--- src/core_pkg.sv ---
package core_pkg;

    // on-chip ROM, replaces the SDRAM of the full core
    localparam int ROM_AW = 8;

    // default video geometry, counted in pixels and lines
    localparam int H_ACTIVE = 32;
    localparam int H_TOTAL  = 40;
    localparam int V_ACTIVE = 24;
    localparam int V_TOTAL  = 28;

    // clk27 cycles per pixel
    localparam int CEN_DIV = 2;

    // width of each colour channel
    localparam int COLOR_W = 4;

endpackage

--- src/spi_byte_rx.sv ---
`timescale 1ns/1ps

module spi_byte_rx (
    input  logic       clk27,
    input  logic       rst,
    input  logic       spi_sck,
    input  logic       spi_ss2,
    input  logic       spi_di,
    output logic [7:0] rx_byte,
    output logic       rx_strobe,
    output logic       rx_active
);

    logic [1:0] sck_sync;
    logic [1:0] ss2_sync;
    logic [1:0] di_sync;
    logic       sck_last;
    logic       sck_rise;
    logic [6:0] shift;
    logic [2:0] bit_cnt;

    // two-flop synchronisers, SS2 idles high
    always_ff @(posedge clk27) begin
        if (rst) begin
            sck_sync <= 2'b00;
            ss2_sync <= 2'b11;
            di_sync  <= 2'b00;
            sck_last <= 1'b0;
        end else begin
            sck_sync <= {sck_sync[0], spi_sck};
            ss2_sync <= {ss2_sync[0], spi_ss2};
            di_sync  <= {di_sync[0], spi_di};
            sck_last <= sck_sync[1];
        end
    end

    assign sck_rise  = sck_sync[1] & ~sck_last;
    assign rx_active = ~ss2_sync[1];

    // bit counter wraps after the 8th edge
    always_ff @(posedge clk27) begin
        if (rst) begin
            bit_cnt   <= 3'd0;
            shift     <= 7'd0;
            rx_strobe <= 1'b0;
        end else begin
            rx_strobe <= 1'b0;
            if (ss2_sync[1]) begin
                bit_cnt <= 3'd0;
                shift   <= 7'd0;
            end else if (sck_rise) begin
                shift   <= {shift[5:0], di_sync[1]};
                bit_cnt <= bit_cnt + 3'd1;
                if (bit_cnt == 3'd7) begin
                    rx_strobe <= 1'b1;
                end
            end
        end
    end

    // MSB first, last bit joins the seven already shifted in
    always_ff @(posedge clk27) begin
        if (sck_rise && bit_cnt == 3'd7) begin
            rx_byte <= {shift, di_sync[1]};
        end
    end

endmodule

--- src/ioctl_loader.sv ---
`timescale 1ns/1ps

module ioctl_loader (
    input  logic                        clk27,
    input  logic                        rst,
    input  logic [7:0]                  rx_byte,
    input  logic                        rx_strobe,
    input  logic                        rx_active,
    output logic [core_pkg::ROM_AW-1:0] ioctl_addr,
    output logic [7:0]                  ioctl_dout,
    output logic                        ioctl_wr,
    output logic                        downloading,
    output logic                        led
);

    logic [core_pkg::ROM_AW-1:0] addr;
    logic                        dl_start;

    // downloading is rx_active one cycle late, so this marks the SS2 fall
    assign dl_start = rx_active & ~downloading;

    always_ff @(posedge clk27) begin
        if (rst) begin
            addr        <= '0;
            ioctl_wr    <= 1'b0;
            downloading <= 1'b0;
            led         <= 1'b1;
        end else begin
            downloading <= rx_active;
            // LED goes dark while the ROM is loading
            led         <= ~downloading;
            ioctl_wr    <= rx_strobe;
            if (dl_start) begin
                addr <= '0;
            end else if (rx_strobe) begin
                addr <= addr + 1'b1;
            end
        end
    end

    // byte and address captured together for the write pulse
    always_ff @(posedge clk27) begin
        if (rx_strobe) begin
            ioctl_addr <= addr;
            ioctl_dout <= rx_byte;
        end
    end

endmodule

--- src/vid_timing.sv ---
`timescale 1ns/1ps

module vid_timing #(
    parameter int H_ACTIVE = core_pkg::H_ACTIVE,
    parameter int H_TOTAL  = core_pkg::H_TOTAL,
    parameter int V_ACTIVE = core_pkg::V_ACTIVE,
    parameter int V_TOTAL  = core_pkg::V_TOTAL,
    parameter int CEN_DIV  = core_pkg::CEN_DIV
) (
    input  logic                       clk27,
    input  logic                       rst,
    output logic                       pxl_cen,
    output logic [$clog2(H_TOTAL)-1:0] h_cnt,
    output logic [$clog2(V_TOTAL)-1:0] v_cnt,
    output logic                       hb,
    output logic                       vb
);

    localparam int HW    = $clog2(H_TOTAL);
    localparam int VW    = $clog2(V_TOTAL);
    localparam int DIV_W = (CEN_DIV > 1) ? $clog2(CEN_DIV) : 1;

    logic [DIV_W-1:0] div_cnt;

    // pixel enable, one pulse every CEN_DIV cycles
    always_ff @(posedge clk27) begin
        if (rst) begin
            div_cnt <= '0;
            pxl_cen <= 1'b0;
        end else if (div_cnt == DIV_W'(CEN_DIV - 1)) begin
            div_cnt <= '0;
            pxl_cen <= 1'b1;
        end else begin
            div_cnt <= div_cnt + 1'b1;
            pxl_cen <= 1'b0;
        end
    end

    // line counter inside frame counter
    always_ff @(posedge clk27) begin
        if (rst) begin
            h_cnt <= '0;
            v_cnt <= '0;
        end else if (pxl_cen) begin
            if (h_cnt == HW'(H_TOTAL - 1)) begin
                h_cnt <= '0;
                if (v_cnt == VW'(V_TOTAL - 1)) begin
                    v_cnt <= '0;
                end else begin
                    v_cnt <= v_cnt + 1'b1;
                end
            end else begin
                h_cnt <= h_cnt + 1'b1;
            end
        end
    end

    // blanking covers everything past the active area
    assign hb = int'(h_cnt) >= H_ACTIVE;
    assign vb = int'(v_cnt) >= V_ACTIVE;

endmodule

--- src/tile_render.sv ---
`timescale 1ns/1ps

module tile_render (
    input  logic                         clk27,
    input  logic                         rst,
    input  logic [core_pkg::ROM_AW-1:0]  ioctl_addr,
    input  logic [7:0]                   ioctl_dout,
    input  logic                         ioctl_wr,
    input  logic                         downloading,
    input  logic                         pxl_cen,
    input  logic [3:0]                   h_cnt,
    input  logic [3:0]                   v_cnt,
    input  logic                         hb,
    input  logic                         vb,
    output logic [core_pkg::COLOR_W-1:0] red,
    output logic [core_pkg::COLOR_W-1:0] green,
    output logic [core_pkg::COLOR_W-1:0] blue,
    output logic                         pxl_hb,
    output logic                         pxl_vb
);

    localparam int AW = core_pkg::ROM_AW;
    localparam int CW = core_pkg::COLOR_W;

    logic [7:0]    rom [0:(2**AW)-1];
    logic [AW-1:0] rd_addr;
    logic [7:0]    rd_q;
    logic          blank_q;

    always_ff @(posedge clk27) begin
        if (ioctl_wr) begin
            rom[ioctl_addr] <= ioctl_dout;
        end
    end

    // 16x16 tile repeated over the screen
    assign rd_addr = AW'({v_cnt, h_cnt});

    always_ff @(posedge clk27) begin
        if (pxl_cen) begin
            rd_q <= rom[rd_addr];
        end
    end

    // blanking delayed by one pixel to line up with rd_q
    always_ff @(posedge clk27) begin
        if (rst) begin
            blank_q <= 1'b1;
            pxl_hb  <= 1'b0;
            pxl_vb  <= 1'b0;
        end else if (pxl_cen) begin
            blank_q <= hb | vb;
            pxl_hb  <= hb;
            pxl_vb  <= vb;
        end
    end

    // high nibble is red, low nibble green, blue mixes both
    assign red   = (blank_q | downloading) ? '0 : rd_q[7 -: CW];
    assign green = (blank_q | downloading) ? '0 : rd_q[CW-1:0];
    assign blue  = red ^ green;

endmodule

--- src/core_top.sv ---
`timescale 1ns/1ps

module core_top #(
    parameter int H_ACTIVE = core_pkg::H_ACTIVE,
    parameter int H_TOTAL  = core_pkg::H_TOTAL,
    parameter int V_ACTIVE = core_pkg::V_ACTIVE,
    parameter int V_TOTAL  = core_pkg::V_TOTAL,
    parameter int CEN_DIV  = core_pkg::CEN_DIV
) (
    input  logic                         clk27,
    input  logic                         rst,
    input  logic                         spi_sck,
    input  logic                         spi_ss2,
    input  logic                         spi_di,
    output logic                         led,
    output logic                         pxl_cen,
    output logic                         pxl_hb,
    output logic                         pxl_vb,
    output logic [core_pkg::COLOR_W-1:0] red,
    output logic [core_pkg::COLOR_W-1:0] green,
    output logic [core_pkg::COLOR_W-1:0] blue,
    output logic [31:0]                  frame_cnt
);

    localparam int HW = $clog2(H_TOTAL);
    localparam int VW = $clog2(V_TOTAL);

    logic [7:0]                  rx_byte;
    logic                        rx_strobe;
    logic                        rx_active;
    logic [core_pkg::ROM_AW-1:0] ioctl_addr;
    logic [7:0]                  ioctl_dout;
    logic                        ioctl_wr;
    logic                        downloading;
    logic [HW-1:0]               h_cnt;
    logic [VW-1:0]               v_cnt;
    logic [3:0]                  h_tile;
    logic [3:0]                  v_tile;
    logic                        hb;
    logic                        vb;
    logic                        vb_last;

    // download path
    spi_byte_rx u_rx (
        .clk27      ( clk27      ),
        .rst        ( rst        ),
        .spi_sck    ( spi_sck    ),
        .spi_ss2    ( spi_ss2    ),
        .spi_di     ( spi_di     ),
        .rx_byte    ( rx_byte    ),
        .rx_strobe  ( rx_strobe  ),
        .rx_active  ( rx_active  )
    );

    ioctl_loader u_loader (
        .clk27       ( clk27       ),
        .rst         ( rst         ),
        .rx_byte     ( rx_byte     ),
        .rx_strobe   ( rx_strobe   ),
        .rx_active   ( rx_active   ),
        .ioctl_addr  ( ioctl_addr  ),
        .ioctl_dout  ( ioctl_dout  ),
        .ioctl_wr    ( ioctl_wr    ),
        .downloading ( downloading ),
        .led         ( led         )
    );

    // video path
    vid_timing #(
        .H_ACTIVE ( H_ACTIVE ),
        .H_TOTAL  ( H_TOTAL  ),
        .V_ACTIVE ( V_ACTIVE ),
        .V_TOTAL  ( V_TOTAL  ),
        .CEN_DIV  ( CEN_DIV  )
    ) u_timing (
        .clk27    ( clk27    ),
        .rst      ( rst      ),
        .pxl_cen  ( pxl_cen  ),
        .h_cnt    ( h_cnt    ),
        .v_cnt    ( v_cnt    ),
        .hb       ( hb       ),
        .vb       ( vb       )
    );

    // only the position inside the tile reaches the renderer
    assign h_tile = 4'(h_cnt);
    assign v_tile = 4'(v_cnt);

    tile_render u_render (
        .clk27       ( clk27       ),
        .rst         ( rst         ),
        .ioctl_addr  ( ioctl_addr  ),
        .ioctl_dout  ( ioctl_dout  ),
        .ioctl_wr    ( ioctl_wr    ),
        .downloading ( downloading ),
        .pxl_cen     ( pxl_cen     ),
        .h_cnt       ( h_tile      ),
        .v_cnt       ( v_tile      ),
        .hb          ( hb          ),
        .vb          ( vb          ),
        .red         ( red         ),
        .green       ( green       ),
        .blue        ( blue        ),
        .pxl_hb      ( pxl_hb      ),
        .pxl_vb      ( pxl_vb      )
    );

    // frame counter, one step per vertical blank start
    always_ff @(posedge clk27) begin
        if (rst) begin
            vb_last   <= 1'b0;
            frame_cnt <= 32'd0;
        end else begin
            vb_last <= pxl_vb;
            if (pxl_vb && !vb_last) begin
                frame_cnt <= frame_cnt + 32'd1;
            end
        end
    end

endmodule

--- config.mk ---
export PLATFORM = sky130hd
export DESIGN_NAME = core_top
export DESIGN_NICKNAME = d
export VERILOG_FILES = /design/src/core_pkg.sv /design/src/spi_byte_rx.sv /design/src/ioctl_loader.sv /design/src/vid_timing.sv /design/src/tile_render.sv /design/src/core_top.sv
export SDC_FILE = /design/constraint.sdc
export NUM_CORES = 2
export LEC_CHECK = 0
export BUFFER_PORTS_ARGS = -buffer_cell sky130_fd_sc_hd__buf_2
export CAP_MARGIN = 10
export CELL_PAD_IN_SITES_DETAIL_PLACEMENT = 1
export CELL_PAD_IN_SITES_GLOBAL_PLACEMENT = 2
export CORE_ASPECT_RATIO = 1.25
export CORE_MARGIN = 2
export CORE_UTILIZATION = 40
export DETAILED_ROUTE_END_ITERATION = 8
export PLACE_DENSITY = 0.62
export SYNTH_ARGS = -nofsm -noshare
export SYNTH_HDL_FRONTEND = slang
export SYNTH_SLANG_ARGS = --single-unit
--- constraint.sdc ---
create_clock -name clk27 -period 10.19 [get_ports clk27]
set_input_delay 0.5095 -clock clk27 [delete_from_list [all_inputs] [get_ports clk27]]
set_output_delay 0.5095 -clock clk27 [all_outputs]
set_load 0.05 [all_outputs]
* Yosys cells after proc, flatten, opt, wreduce, memory -nomap -nowiden *
Memories as Yosys holds them, arrays and structs flattened. A register that Yosys moved wholly into a read port is not among the register bits.
Cells that the tools add are included.

cells by class
  div/mod/pow operators = 0
  muxes and demuxes = 8
  add/subtract/negate cells = 6
  reduce and logical (&&, ||, !) cells = 8
  shift-type cells = 0
  order comparisons = 2
  multiply operators = 0
  bitwise logic cells = 9
  equality and inequality tests = 3

operator list
  kind                                                      count
  adder 32 x 1 -> 32 bit, second input constant             1
  adder 8 x 1 -> 8 bit, second input constant               1
  two-way mux 4 bit                                         2
  adder 6 x 1 -> 6 bit, second input constant               1
  equality test 6 bit, second input constant                1
  greater-or-equal comparator 6 bit, second input constant  1
  two-way mux 6 bit                                         1
  OR reduction 2 bit                                        3
  adder 5 x 1 -> 5 bit, second input constant               1
  equality test 5 bit, second input constant                1
  greater-or-equal comparator 5 bit, second input constant  1
  two-way mux 5 bit                                         1
  two-way mux 1 bit                                         4
  inverter 1 bit                                            4
  XOR 4 bit                                                 1
  adder 3 x 1 -> 3 bit, second input constant               1
  equality test 3 bit, second input constant                1
  OR reduction 3 bit                                        1
  bitwise AND 1 bit                                         2
  logical AND 1 bit                                         2
  OR 1 bit                                                  2
  AND reduction 2 bit                                       1
  adder 1 bit, second input constant                        1
  zero test 1 bit                                           1

storage, ports and cells
  bits in read-only memories = 0
  memory bits (writable) = 2048
  register bits = 102
  memories kept = 1
  input port bits = 5
  logic and storage cells = 60
  latch bits = 0

memories
  name          depth  bits a word  rd ports  clocked after memory_dff  wr ports  RTL line           source
  u_render.rom  256    8            1         1                         1         tile_render.sv:25  logic [7:0] rom [0:(2**AW)-1];

* Logic depth before layout (Yosys ltp) *
  depth in word-level cells = 4
  gate-level depth with buffers = 13
  depth with buffers taken out = 7

* By module *
Synthesis repeated with hierarchy kept, for this count alone.

unflattened totals
  cell total of the unflattened synthesis = 4198
  area, all modules = 83770.3 µm²

modules (own cells, without submodules)
  module        area each (µm²)  instances  sequential area each (µm²)  cells each
  tile_render   79750.2          1          61799.3                     3810
  core_top      1565.3           1          660.6                       180
  spi_byte_rx   920.9            1          600.6                       74
  ioctl_loader  902.1            1          700.7                       61
  vid_timing    631.9            1          260.2                       73

* Worst setup path before layout *
OpenSTA, ideal clock, no wires.

  path kind = reg2reg
  start = register u_loader.ioctl_dout[0]
  end = memory u_render.rom[0][0], data pin
  setup time = 0.817 ns
  cell stages (with the launch flop) = 1
  setup slack = 6.144 ns
  arrival = 3.228 ns
  path buffers = 0
  path through = edfxtp_1

RTL lines
  what                    RTL line            source
  start, declared         ioctl_loader.sv:10  output logic [7:0] ioctl_dout,
  start signal, assigned  ioctl_loader.sv:45  ioctl_dout <= rx_byte;
  end, declared           tile_render.sv:25

Straight into the memory's write port.

==> run summary <==
first-pass GRT wire length: 351 mm
CP Max Fanout: 99
Avg Cell Area, Syn: 20.1 sq um
initial antenna violation count: 8
synthesized flop and latch total: 2,158
I/O pin count: 53
commonest non-fill, non-tap cells in the layout: 2,080 x edfxtp_1, 450 x mux4_2, 336 x nor2_1, 217 x clkbuf_16, 170 x mux2i_1
clk_lat worst skew: 860 ps
Crit Path Category: reg -> reg
Arrival @ worst endpoint: 5260 ps
fin area: 0.0940 sq mm
Final setup violation count: 0
Peak VDD IR: 0.156 mV
layout cell share with drive strength beyond 1: 0.217
crit path to: u_render.rd_q[2]$_DFFE_PP_
Final Critical Period: 4680 ps
Most used DFF post-synth: edfxtp_1
Area growth, synth to finish: 12.2%
CTS tree: yes
run status: finished clean
nature of the critical path endpoint: register
DR vias/cell: 5.83
Pins Over Slew Limit: 0
remaining global-route overflow: 0
synth unique cells: 72
CP max stage cell: dfxtp_4
gr usage total: 0.235
Die X: 413 microns
Die Y: 516 microns
Sink Count: 2,158
Worst-Margin Slew: 1250 ps
CP required: 10,770 ps
Post-DP Area: 0.0871 sq mm
Die ar.: 0.213 sq mm
Clock Path Buffers: 3
Startpoint Class: register
Max-slew headroom: 0.164
reg2reg end: u_render.rd_q[2]$_DFFE_PP_
power density cells: 190 mW/mm^2
metal2 WL: 127 mm
Buffers on Ports: 52
CTS HTree Levels: 4
dpl ws: 5570 ps
Syn Inst Count: 4,164
commonest non-fill, non-tap cell in the layout: edfxtp_1
Post-synth EDFFs: 2,080
WHS: 404 ps
RSZ-0062 raised after global routing: no
placer congestion estimate: 0.821
drc violations: 0
Syn Std Cell Area: 0.0838 sq mm
Hold Vio Cnt, Final: 0
Post-Route WL: 250 mm
met3 wire length: 12.3 mm
worst min path class: in -> reg
Post-synth ARST share: 0
clk slew on worst S/H paths: 60 ps
fmax: 0.214 GHz
Antenna Nets Post-Route: 0
Clock Skews: 25.0 ps
via count of the first global-routing pass: 44,100
Initial Util: 0.403
top cells by area, synth: edfxtp_1 75%, mux4_2 12%, mux2i_1 2.0%, dfxtp_1 1.9%, nor2_1 1.5%
CTS Buf Count: 210
post-synthesis sequential area ratio: 0.764
Filler cells: 19,100
area of the core: 0.208 sq mm
LEAKAGE: 28.1 nW
Syn Nets: 4,176
fin util: 0.452
footprint of the multi-input gates: 0.0183 sq mm
Max Used Layer: met4
Overall Power: 17.9 mW
final net count: 4,302
slack of the worst reg-to-reg path: 5510 ps
Synth top area share: 0.745
DR iter-0 viols: 4,164
Worst Setup SP: u_timing.h_cnt[1]$_SDFFE_PP0P_
row count: 187
largest net degree at the start of global routing: 192
fin crit share: 0.459
yosys warns: 0
Layout Cells excl Fill: 7,212
setup total negative slack: 0 ps
Sequential cell area: 0.0640 sq mm
Clock Root Buffer: clkbuf_16
M1 wire length: 102 mm
Detailed Routing Iterations Pass 1: 7
FF-to-FF Start: u_timing.h_cnt[1]$_SDFFE_PP0P_
DP HPWL: 152 mm
vias post-DR: 42,100
fin worst setup slack: 5510 ps
Placed Instances: 6,812
Crit path largest cell delay: 780 ps
Avg WL per Cell: 34.6 microns
Max Cap Viol: 0
Synth area leader: edfxtp_1
r2r worst-path depth: 8
CP Cell Sequence: buf_12 > buf_4 > mux2_2 > a222oi_1 > nand4b_1 > a31oi_1 > or4_1 > o41ai_1
## kinds of logic (layout without fill, tap and decap cells)
kind of cell | Yosys count | count (layout) | share of synthesized area
compound gates | 360 | 360 | 0.0312
flops | 2158 | 2158 | 0.764
mux | 649 | 649 | 0.145
buf+inv | 273 | 578 | 0.0181
simple gates | 672 | 672 | 0.0357
fa+ha+maj | 7 | 7 | 0.00105
other cells | 0 | 3 | 0
xor+xnor | 45 | 45 | 0.00470
## synth_stat cells (23+ instances only)
| master | n |
|---|---|
| nor3_1 | 26 |
| o221ai_1 | 50 |
| nand4_1 | 23 |
| o21ai_0 | 24 |
| nor2b_1 | 26 |
| clkbuf_1 | 110 |
| buf_2 | 69 |
| nor2_1 | 338 |
| a22oi_1 | 56 |
| a22o_1 | 24 |
| xor2_1 | 25 |
| mux2_2 | 29 |
| nand2_1 | 122 |
| dfxtp_1 | 78 |
| nand3_1 | 57 |
| buf_6 | 33 |
| buf_4 | 32 |
| a21oi_1 | 64 |
| mux4_2 | 450 |
| a211oi_1 | 25 |
| edfxtp_1 | 2080 |
| mux2i_1 | 170 |
## critical path: cells and delay by family, from the launching register on
family          cells  cell delay [ps]
compound gates      3             1010
simple gates        2              580
buf+inv             2             1310
flops               1              780
mux                 1              420
## sequential cells by signal (all words and copies together), names as in the netlist, 7 cells and up
signal,flops
frame_cnt,32
u_loader.addr,8
u_loader.ioctl_addr,8
u_loader.ioctl_dout,8
u_render.rd_q,8
u_render.rom,2048
u_rx.rx_byte,8
u_rx.shift,7
## cell type report
cell class / count / share of cell area
antenna: 3 / 0.0000798
clock buffer: 272 / 0.0605
clock inverter: 119 / 0.0125
inverter: 14 / 0.000586
multi-input combinational: 1733 / 0.195
sequential: 2158 / 0.681
tap: 2740 / 0.0365
timing repair buffer: 173 / 0.0141
## report_power, final
group          internal, mW  switching, mW  total (mW)
Clock                  4.44           3.39        7.83
Combinational         0.208          0.238       0.446
Sequential             9.57         0.0125        9.58
Total                  14.2           3.64        17.9
## what timing repair did
item                                   CTS  global route
setup buffers                            0             0
hold buffers                             6             0
endpoints found under the hold margin    6             0
resized for setup                        0             0
setup endpoints to repair                0             0
## worst min-delay path by stage
stage,from,to,slack (ps),cells after the start
after detailed placement,u_timing.div_cnt$_SDFF_PP0_,u_timing.div_cnt$_SDFF_PP0_,400,1
after CTS,spi_ss2,u_rx.ss2_sync[0]$_SDFF_PP1_,340,3
after floorplan,u_timing.div_cnt$_SDFF_PP0_,u_timing.div_cnt$_SDFF_PP0_,380,1
final,spi_ss2,u_rx.ss2_sync[0]$_SDFF_PP1_,400,3
after global placement,u_timing.div_cnt$_SDFF_PP0_,u_timing.div_cnt$_SDFF_PP0_,400,1
after global routing,spi_ss2,u_rx.ss2_sync[0]$_SDFF_PP1_,380,3
## metal layers
layer  vias up  track usage
li1      17400            -
met5         -            0
met4         0       0.0691
met2      1238        0.404
met1     23100        0.312
met3       331       0.0319
(Power assumes the default switching activity.)
